[src/hdl/aud_pkg.sv]
package aud_pkg;

	// Sample and channel geometry.
	localparam int AUD_SAMPLE_W = 16;
	localparam int AUD_CHANNELS = 2;

	// Word address into the sample memory.
	localparam int AUD_ADDR_W = 20;

	// Transport state.
	typedef enum logic [1:0] {
		AUD_STOPPED   = 2'd0,
		AUD_PAUSED    = 2'd1,
		AUD_RECORDING = 2'd2
	} aud_state_t;

endpackage

[src/hdl/aud_channel_deser.sv]
`timescale 1ns/1ps

module aud_channel_deser (
	input  logic                             i_clk,
	input  logic                             i_rst_n,
	input  logic                             i_frame_start,
	input  logic                             i_capture_en,
	input  logic                             i_data,
	output logic                             o_valid,
	output logic [aud_pkg::AUD_SAMPLE_W-1:0] o_sample
);
	import aud_pkg::*;

	logic                            busy;
	logic [$clog2(AUD_SAMPLE_W)-1:0] bit_cnt;
	logic [AUD_SAMPLE_W-1:0]         shift_q;
	logic                            take_bit;

	// First bit enters with the frame start, the rest while busy.
	assign take_bit = i_capture_en && (busy || i_frame_start);

	always_ff @(posedge i_clk or posedge i_rst_n) begin
		if (i_rst_n) begin
			busy    <= 1'b0;
			bit_cnt <= '0;
			o_valid <= 1'b0;
		end else begin
			o_valid <= 1'b0;
			if (!i_capture_en) begin
				// Partial sample is dropped.
				busy    <= 1'b0;
				bit_cnt <= '0;
			end else if (busy) begin
				if (bit_cnt == ($clog2(AUD_SAMPLE_W))'(AUD_SAMPLE_W - 1)) begin
					busy    <= 1'b0;
					bit_cnt <= '0;
					o_valid <= 1'b1;
				end else begin
					bit_cnt <= bit_cnt + 1'b1;
				end
			end else if (i_frame_start) begin
				busy    <= 1'b1;
				bit_cnt <= ($clog2(AUD_SAMPLE_W))'(1);
			end
		end
	end

	// MSB first.
	always_ff @(posedge i_clk) begin
		if (take_bit) begin
			shift_q <= {shift_q[AUD_SAMPLE_W-2:0], i_data};
		end
	end

	assign o_sample = shift_q;

	a_valid_single: assert property (
		@(posedge i_clk) disable iff (i_rst_n)
		o_valid |=> !o_valid
	);

	a_no_start_while_busy: assert property (
		@(posedge i_clk) disable iff (i_rst_n)
		busy |-> !i_frame_start
	);

endmodule

[src/hdl/aud_frame_ctrl.sv]
`timescale 1ns/1ps

module aud_frame_ctrl (
	input  logic                              i_clk,
	input  logic                              i_rst_n,
	input  logic                              i_lrc,
	input  logic                              i_start,
	input  logic                              i_pause,
	input  logic                              i_stop,
	input  logic                              i_full,
	output logic [aud_pkg::AUD_CHANNELS-1:0] o_frame_start,
	output logic                              o_capture_en,
	output logic                              o_clear,
	output logic                              o_recording
);
	import aud_pkg::*;

	aud_state_t state;
	aud_state_t state_next;
	logic       lrc_q;

	// Stop wins over pause, pause wins over start.
	always_comb begin
		state_next = state;
		if (i_stop) begin
			state_next = AUD_STOPPED;
		end else if ((state == AUD_RECORDING) && i_full && !o_clear) begin
			// Memory filled up.
			state_next = AUD_STOPPED;
		end else if (i_pause) begin
			if (state == AUD_RECORDING) begin
				state_next = AUD_PAUSED;
			end
		end else if (i_start) begin
			if (state != AUD_RECORDING) begin
				state_next = AUD_RECORDING;
			end
		end
	end

	always_ff @(posedge i_clk or posedge i_rst_n) begin
		if (i_rst_n) begin
			state         <= AUD_STOPPED;
			lrc_q         <= 1'b0;
			o_frame_start <= '0;
			o_clear       <= 1'b0;
		end else begin
			state <= state_next;
			lrc_q <= i_lrc;
			// Left slot follows a falling word select, right slot a rising one.
			o_frame_start[0] <= lrc_q & ~i_lrc;
			o_frame_start[1] <= ~lrc_q & i_lrc;
			// Only a fresh start from stopped wipes the memory pointer.
			o_clear <= (state == AUD_STOPPED) && (state_next == AUD_RECORDING);
		end
	end

	assign o_capture_en = (state == AUD_RECORDING);
	assign o_recording  = (state == AUD_RECORDING);

	// A clear pulse lines up with the first recording cycle after stopped.
	a_clear_on_entry: assert property (
		@(posedge i_clk) disable iff (i_rst_n)
		o_clear |-> (state == AUD_RECORDING) && ($past(state) == AUD_STOPPED)
	);

endmodule

[src/hdl/aud_recorder_top.sv]
`timescale 1ns/1ps

module aud_recorder_top #(
	parameter int unsigned P_MEM_WORDS = 2 ** aud_pkg::AUD_ADDR_W
) (
	input  logic                             i_clk,
	input  logic                             i_rst_n,
	input  logic                             i_lrc,
	input  logic                             i_data,
	input  logic                             i_start,
	input  logic                             i_pause,
	input  logic                             i_stop,
	output logic                             o_mem_we,
	output logic [aud_pkg::AUD_ADDR_W-1:0]   o_mem_addr,
	output logic [aud_pkg::AUD_SAMPLE_W-1:0] o_mem_data,
	output logic                             o_recording,
	output logic                             o_full
);
	import aud_pkg::*;

	logic [AUD_CHANNELS-1:0]                   frame_start;
	logic                                      capture_en;
	logic                                      clear;
	logic [AUD_CHANNELS-1:0]                   valid;
	logic [AUD_CHANNELS-1:0][AUD_SAMPLE_W-1:0] sample;

	aud_frame_ctrl u_frame_ctrl (
		.i_clk         (i_clk),
		.i_rst_n       (i_rst_n),
		.i_lrc         (i_lrc),
		.i_start       (i_start),
		.i_pause       (i_pause),
		.i_stop        (i_stop),
		.i_full        (o_full),
		.o_frame_start (frame_start),
		.o_capture_en  (capture_en),
		.o_clear       (clear),
		.o_recording   (o_recording)
	);

	// One deserializer per word-select slot.
	for (genvar ch = 0; ch < AUD_CHANNELS; ch++) begin : g_chan
		aud_channel_deser u_deser (
			.i_clk         (i_clk),
			.i_rst_n       (i_rst_n),
			.i_frame_start (frame_start[ch]),
			.i_capture_en  (capture_en),
			.i_data        (i_data),
			.o_valid       (valid[ch]),
			.o_sample      (sample[ch])
		);
	end

	aud_sample_writer #(
		.P_MEM_WORDS (P_MEM_WORDS)
	) u_writer (
		.i_clk      (i_clk),
		.i_rst_n    (i_rst_n),
		.i_clear    (clear),
		.i_valid    (valid),
		.i_sample   (sample),
		.o_mem_we   (o_mem_we),
		.o_full     (o_full),
		.o_mem_addr (o_mem_addr),
		.o_mem_data (o_mem_data)
	);

endmodule

[src/hdl/aud_sample_writer.sv]
`timescale 1ns/1ps

module aud_sample_writer #(
	parameter int unsigned P_MEM_WORDS = 2 ** aud_pkg::AUD_ADDR_W
) (
	input  logic                                                     i_clk,
	input  logic                                                     i_rst_n,
	input  logic                                                     i_clear,
	input  logic [aud_pkg::AUD_CHANNELS-1:0]                        i_valid,
	input  logic [aud_pkg::AUD_CHANNELS-1:0][aud_pkg::AUD_SAMPLE_W-1:0] i_sample,
	output logic                                                     o_mem_we,
	output logic                                                     o_full,
	output logic [aud_pkg::AUD_ADDR_W-1:0]                          o_mem_addr,
	output logic [aud_pkg::AUD_SAMPLE_W-1:0]                        o_mem_data
);
	import aud_pkg::*;

	logic                    any_valid;
	logic [AUD_SAMPLE_W-1:0] sel_sample;
	logic [AUD_ADDR_W-1:0]   wr_addr;
	logic                    last_word;

	// Channels never finish together, so the first hit is the only one.
	always_comb begin
		sel_sample = '0;
		for (int ch = 0; ch < AUD_CHANNELS; ch++) begin
			if (i_valid[ch]) begin
				sel_sample = i_sample[ch];
			end
		end
	end

	assign any_valid = |i_valid;
	assign last_word = (wr_addr == AUD_ADDR_W'(P_MEM_WORDS - 1));

	always_ff @(posedge i_clk or posedge i_rst_n) begin
		if (i_rst_n) begin
			o_mem_we   <= 1'b0;
			o_full     <= 1'b0;
			o_mem_addr <= '0;
			wr_addr    <= '0;
		end else begin
			o_mem_we <= 1'b0;
			if (i_clear) begin
				wr_addr <= '0;
				o_full  <= 1'b0;
			end else if (any_valid && !o_full) begin
				o_mem_we   <= 1'b1;
				o_mem_addr <= wr_addr;
				wr_addr    <= wr_addr + 1'b1;
				if (last_word) begin
					o_full <= 1'b1;
				end
			end
		end
	end

	// Write data is payload only.
	always_ff @(posedge i_clk) begin
		if (any_valid && !o_full) begin
			o_mem_data <= sel_sample;
		end
	end

	a_valid_onehot: assert property (
		@(posedge i_clk) disable iff (i_rst_n)
		$onehot0(i_valid)
	);

	a_no_write_when_full: assert property (
		@(posedge i_clk) disable iff (i_rst_n)
		o_mem_we |-> !$past(o_full)
	);

endmodule

[config.mk]
export PLATFORM = sky130hd
export DESIGN_NAME = aud_recorder_top
export DESIGN_NICKNAME = d
export VERILOG_FILES = /design/src/hdl/aud_pkg.sv /design/src/hdl/aud_channel_deser.sv /design/src/hdl/aud_frame_ctrl.sv /design/src/hdl/aud_recorder_top.sv /design/src/hdl/aud_sample_writer.sv
export SDC_FILE = /design/constraint.sdc
export NUM_CORES = 1
export LEC_CHECK = 0
export ABC_AREA = 1
export BUFFER_PORTS_ARGS = -buffer_cell sky130_fd_sc_hd__buf_2
export CAP_MARGIN = 15
export CELL_PAD_IN_SITES_DETAIL_PLACEMENT = 1
export CELL_PAD_IN_SITES_GLOBAL_PLACEMENT = 1
export CORE_MARGIN = 3
export CORE_UTILIZATION = 45
export DETAILED_ROUTE_END_ITERATION = 10
export PLACE_DENSITY = 0.82
export RECOVER_POWER = 50
export SLEW_MARGIN = 10
export SYNTH_ARGS = -nofsm -noshare
export SYNTH_HDL_FRONTEND = slang
export SYNTH_SLANG_ARGS = --single-unit
[constraint.sdc]
create_clock -name i_clk -period 2.4 [get_ports i_clk]
set_input_delay 0.12 -clock i_clk [delete_from_list [all_inputs] [get_ports i_clk]]
set_output_delay 0.12 -clock i_clk [all_outputs]
set_load 0.005 [all_outputs]
; After elaboration in Yosys (flattened, before gate mapping)
; Index checks and enable logic that the tools add are counted.
[op_classes]
addsub = 3
n_eq_ne = 8
n_mux = 37
n_bitwise = 5
reduce_logical = 16
[ops]
columns = op, n
row1 = 2-to-1 mux 20 bit, 2
row2 = 2-to-1 mux 16 bit, 2
row3 = 2-to-1 mux 4 bit, 8
row4 = "adder 20 x 1 -> 20 bit, second input constant", 1
row5 = "equality test 20 bit, second input constant", 1
row6 = 2-to-1 mux 1 bit, 19
row7 = 2-to-1 mux 2 bit, 6
row8 = "adder 4 x 1 -> 4 bit, second input constant", 2
row9 = "equality test 4 bit, second input constant", 2
row10 = logical AND 1 bit, 6
row11 = "equality test 2 bit, second input constant", 2
row12 = AND reduction 2 bit, 2
row13 = nonzero test 2 bit, 2
row14 = "inequality test 3 x 2 -> 1 bit, second input constant", 1
row15 = "inequality test 3 bit, second input constant", 1
row16 = inverter 1 bit, 3
row17 = AND 1 bit, 2
row18 = zero test 1 bit, 2
row19 = zero test 2 bit, 1
row20 = logical OR 1 bit, 2
row21 = "inequality test 2 bit, second input constant", 1
row22 = OR reduction 2 bit, 1
[word_totals]
out_inout_bits = 39
input_bits = 7
ff_bits = 108
elab_cells = 86

; Logic depth before layout (Yosys ltp)
[logic_depth]
ltp_word = 8
mapped_depth = 9
depth_no_buf = 9

; Modules after synthesis
; Synthesis repeated with hierarchy kept, for this count alone.
[hier_totals]
cells_unflattened = 456
area_unflattened_um2 = 4596.9
[by_module_without_submodules]
columns = mod, seq_area_each_um2, area_each_um2, cells_per_inst, n_inst
row1 = aud_sample_writer, 1531.5, 2780.2, 318, 1
row2 = aud_channel_deser, 630.6, 775.7, 53, 2
row3 = aud_frame_ctrl, 150.1, 265.3, 32, 1

; Worst setup path before layout
; OpenSTA, ideal clock, no wires.
[synth_path]
kind = reg-to-reg
from = register u_frame_ctrl.state[0]
to = register g_chan[0].u_deser.bit_cnt[0]
setup_ps = 83
t_arrival_ps = 1667
path_buffers = 0
setup_slack_ps = 650
required_ps = 2317
synth_period_minus_slack_ps = 1750
path_stages_with_launch = 7
cell_sequence = dfrtp_1 > inv_1 > nand2_1 > nor2_1 > and2_1 > o21ai_0 > o21ai_0
[synth_between]
elab_chain_len = 2
word_cells_on_any_way = 3
classes_between = 2 x eq/ne / 1 x mux
[synth_lines]
columns = item, line_no
row1 = start: declaration, aud_frame_ctrl.sv:18  ; aud_state_t state;
row2 = start signal: assignment, aud_frame_ctrl.sv:48  ; state <= state_next;
row3 = equality test 2 bit (*), aud_frame_ctrl.sv:58  ; assign o_capture_en = (state == AUD_RECORDING);
row4 = inequality test 3 bit (no line) or 2-to-1 mux 4 bit (tied branches), -
row5 = end signal: assignment, aud_channel_deser.sv:39  ; bit_cnt <= bit_cnt + 1'b1;
row6 = end signal: assignment, aud_channel_deser.sv:43  ; bit_cnt <= ($clog2(AUD_SAMPLE_W))'(1);
row7 = end: declaration, aud_channel_deser.sv:15  ; logic [$clog2(AUD_SAMPLE_W)-1:0] bit_cnt;
; Every way passes the cells marked *; elsewhere a longest branch is shown, timed or not.
; A chain may end at the register's enable or synchronous reset.

; Worst setup path after layout
[layout_path]
from = register g_chan[0].u_deser.o_valid
to = register u_writer.o_mem_addr[14] in the netlist's numbering
[layout_between]
elab_chain_len = 3
[layout_lines]
columns = item, line_no
row1 = start: declaration, aud_channel_deser.sv:9  ; output logic o_valid,
row2 = start signal: assignment, aud_channel_deser.sv:26  ; o_valid <= 1'b0;
row3 = start signal: assignment, aud_channel_deser.sv:28  ; o_valid <= 1'b0;
row4 = start signal: assignment, aud_channel_deser.sv:37  ; o_valid <= 1'b1;
row5 = OR reduction 2 bit, aud_sample_writer.sv:33  ; assign any_valid = |i_valid;
row6 = logical AND 1 bit, aud_sample_writer.sv:47  ; end else if (any_valid && !o_full) begin
row7 = AND reduction 2 bit (no line), -
row8 = end signal: assignment, aud_sample_writer.sv:49  ; o_mem_addr <= wr_addr;
row9 = end: declaration, aud_sample_writer.sv:13  ; output logic [aud_pkg::AUD_ADDR_W-1:0] o_mem_addr,
; No other way between the ends.

==> flow_summary.yaml <==
clocking:
  htree_levels: 3
  cts.sinks: 108
  cts-buffers-inserted: 9
  cts_max_path_buffers: 2
  insertion_delay_ns: 0.36
  path_clk_slew_ns: 0.11
  root_buffer: "clkbuf_8"
  tritoncts: "done"
  cts-resized-gates: 0
synth:
  synth-seq-cells: 108
  async_flop_share: 0.5556
  synth-compound-area-share: 0.06787
  synth_cells: 429
  post_synth.cell_area_avg_um2: 10.36
  synthSimpleGateAreaFrac: 0.2067
  yosys_most_used_dff: "dfrtp_1"
  ys_types: 35
  synthAdderAreaFrac: 0.008448
  yosys_warnings: 0
  synth_top_family_by_area: "simple AND/OR/NAND/NOR gates"
  seq_area_frac_synth: 0.6623
  synth_xor_xnor_area_share: 0.005914
  synth_nets: 439
  synth.area.mux_share: 0
  synth_edf_count: 48
  netlist_area_um2: 4443
layout:
  synthToLayoutAreaGrowth_pct: 13.09
  antenna_cells: 0
  final_common_cell: "nand2_1"
  layout-drive-gt1-share: 0.1303
  nNetsFinal: 496
  mostFrequentLayoutCells: "110 x nand2_1, 60 x dfrtp_1, 48 x nor2_1, 48 x edfxtp_1, 38 x inv_1"
  seqCellArea_um2: 2943
  num-fill-cells: 1086
  multi_input_area_um2: 1284
critical_path:
  critPathArrivalTime_ns: 2.06
  crit_type: "register to register"
  cp_slowest_cell: "dfrtp_1"
  crit_family: "flip-flops"
  crit_chain: "nor2_4, nor2_8, nand2_4, buf_4, nand2_1, o21ai_0"
  cp-end-kind: "register"
  crit_path_start_kind: "register"
  crit_required_ns: 2.64
  cp_max_fo: 20
  worst-path-buf-inv: 1
  max_stage_delay_ns: 0.83
grt:
  grt_pass1_wl_um: 16350
  first_global_vias: 3355
  grt_antenna_before_repair: 0
  track_usage: 0.1837
  grt_overflow: 0
  grt_max_degree: 47
pwr:
  vdd_drop_max_mv: 0.3262
  leakagePower_uw: 0.002107
  power_uw: 3096
  powerDensity_nw_per_um2: 616.1
routing:
  firstDrtPassIters: 4
  routed_via_density: 5.073
  drtIter0Drc: 92
  via_count: 3145
  totalWireLength_um: 9633
  drt-wirelength-per-cell_um: 15.54
  postRouteAntennaNets: 0
  drc_errors: 0
timing:
  max_freq_mhz: 551.7
  setup_viol: 0
  hold-worst-slack_ns: 0.03540
  fin_skew_ns: 0.01153
  slew_violations: 0
  worst_slew_pin_slew_ns: 0.9502
  fin_ws_ns: 0.5875
  tns_ns: 0
  maxSlewHeadroom: 0.3656
  period_share: 0.7552
  grt_setup_unrepaired: "no"
  hold_viol_final: 0
  fin_crit_ns: 1.812
die:
  die_w_um: 105.4
  row_count: 35
  die_area_um2: 11100
  die_height_um: 105.4
  design.core.area_um2: 9415
  io_pins: 46
  start_util: 0.4719
place:
  dpl_worst_slack_ns: 0.5725
  place_congestion: 0.8827
  port_buffers: 45
  hpwl_um: 7092
run_status:
  outcome: "finished clean"
worst_hold_path:
  hp-class: "primary input to register"
run:
  maxCapViolCount: 0
## sequential cells by signal, indices dropped and copies added (netlist names)
signal and cells:
u_frame_ctrl.state 2, g_chan.u_deser.o_valid 2, u_frame_ctrl.o_clear 1, g_chan.u_deser.busy 2, u_writer.wr_addr 20, u_writer.o_mem_data 16, u_writer.o_mem_addr 20, u_frame_ctrl.o_frame_start 2
u_frame_ctrl.lrc_q 1, g_chan.u_deser.o_sample 32, g_chan.u_deser.bit_cnt 8, u_writer.o_mem_we 1, u_writer.o_full 1
## synth_stat cells, types with 2 or more instances
master | n | share of area
a21oi_1 | 12 | 0.014
a32o_1 | 3 | 0.0068
and2_1 | 2 | 0.0028
buf_2 | 2 | 0.0023
buf_4 | 4 | 0.0068
dfrtp_1 | 60 | 0.34
edfxtp_1 | 48 | 0.32
ha_1 | 3 | 0.0084
inv_1 | 38 | 0.032
inv_2 | 3 | 0.0025
nand2_1 | 110 | 0.093
nand2_2 | 2 | 0.0028
nand3_1 | 31 | 0.035
nand4_1 | 5 | 0.0070
nor2_1 | 48 | 0.041
nor2_2 | 2 | 0.0028
nor2_4 | 3 | 0.0076
nor3_1 | 4 | 0.0045
o21ai_0 | 29 | 0.033
o21ai_1 | 4 | 0.0045
xnor2_1 | 2 | 0.0039
## worst paths after layout
path                                           startpoint                       endpoint  slack (ns)  depth (start not counted)
worst max-delay path            g_chan[0].u_deser.o_valid        u_writer.o_mem_addr[14]        0.59                          6
worst max register to register  g_chan[0].u_deser.o_valid        u_writer.o_mem_addr[14]        0.59                          6
max in group asynchronous                         i_rst_n         u_writer.o_mem_addr[8]        1.07                          4
min in group asynchronous                         i_rst_n         u_writer.o_mem_addr[4]        0.49                          3
worst min register to register         u_frame_ctrl.lrc_q  u_frame_ctrl.o_frame_start[1]        0.44                          1
worst min-delay path                               i_stop          u_frame_ctrl.state[1]        0.04                          3
## power by group
part           internal, µW  total (µW)  switching, µW
clock                   486        1100            614
combinational          15.9        59.2           43.3
sequential             1930        1940           6.03
total                  2430        3100            663
## metal layers
metal  up-vias  part of all wire  GRT usage
met2        61              0.49     0.3019
met4         0             0.015    0.05904
met3        13             0.034    0.03552
met1      1546              0.46     0.2467
li1       1525                 -          -
met5         -                 0          0
## cell families (layout without fill, tap and decap cells)
group	after synthesis	after routing
and+or+nand+nor	211	211
DFF	108	108
AOI/OAI and AO/OA	53	53
buffers and inverters	51	113
adders and majority gates	3	3
xor gates and xnor gates	3	3
## worst register-to-register path, stage by stage (launching register included)
cell     delay (ns)
dfrtp_1        0.83
nor2_4         0.12
nor2_8         0.19
nand2_4        0.17
buf_4          0.24
nand2_1        0.07
o21ai_0        0.08
## final cells by class
class / instances / share of cell area
clock buffers: 9 / 0.02465
multi-input cells: 270 / 0.2555
inverters: 42 / 0.03137
well taps: 129 / 0.03212
repair buffers: 55 / 0.05603
clock inverters: 7 / 0.01469
flip-flops and latches: 108 / 0.5857
## stage by stage
step,cell area (µm²),util,std cells
5_1_grt,5025,0.5337,620
6_report,5025,0.5337,620
3_5_place_dp,4823,0.5123,601
2_1_floorplan,4443,-,429
4_1_cts,5051,0.5365,620
3_3_place_gp,4823,0.5123,601
## repair_timing
item,CTS,global route
buffers inserted,0,0
hold buffers,3,0
endpoints found under the hold margin,6,0
Note: power is estimated with default switching activity, not from simulation.
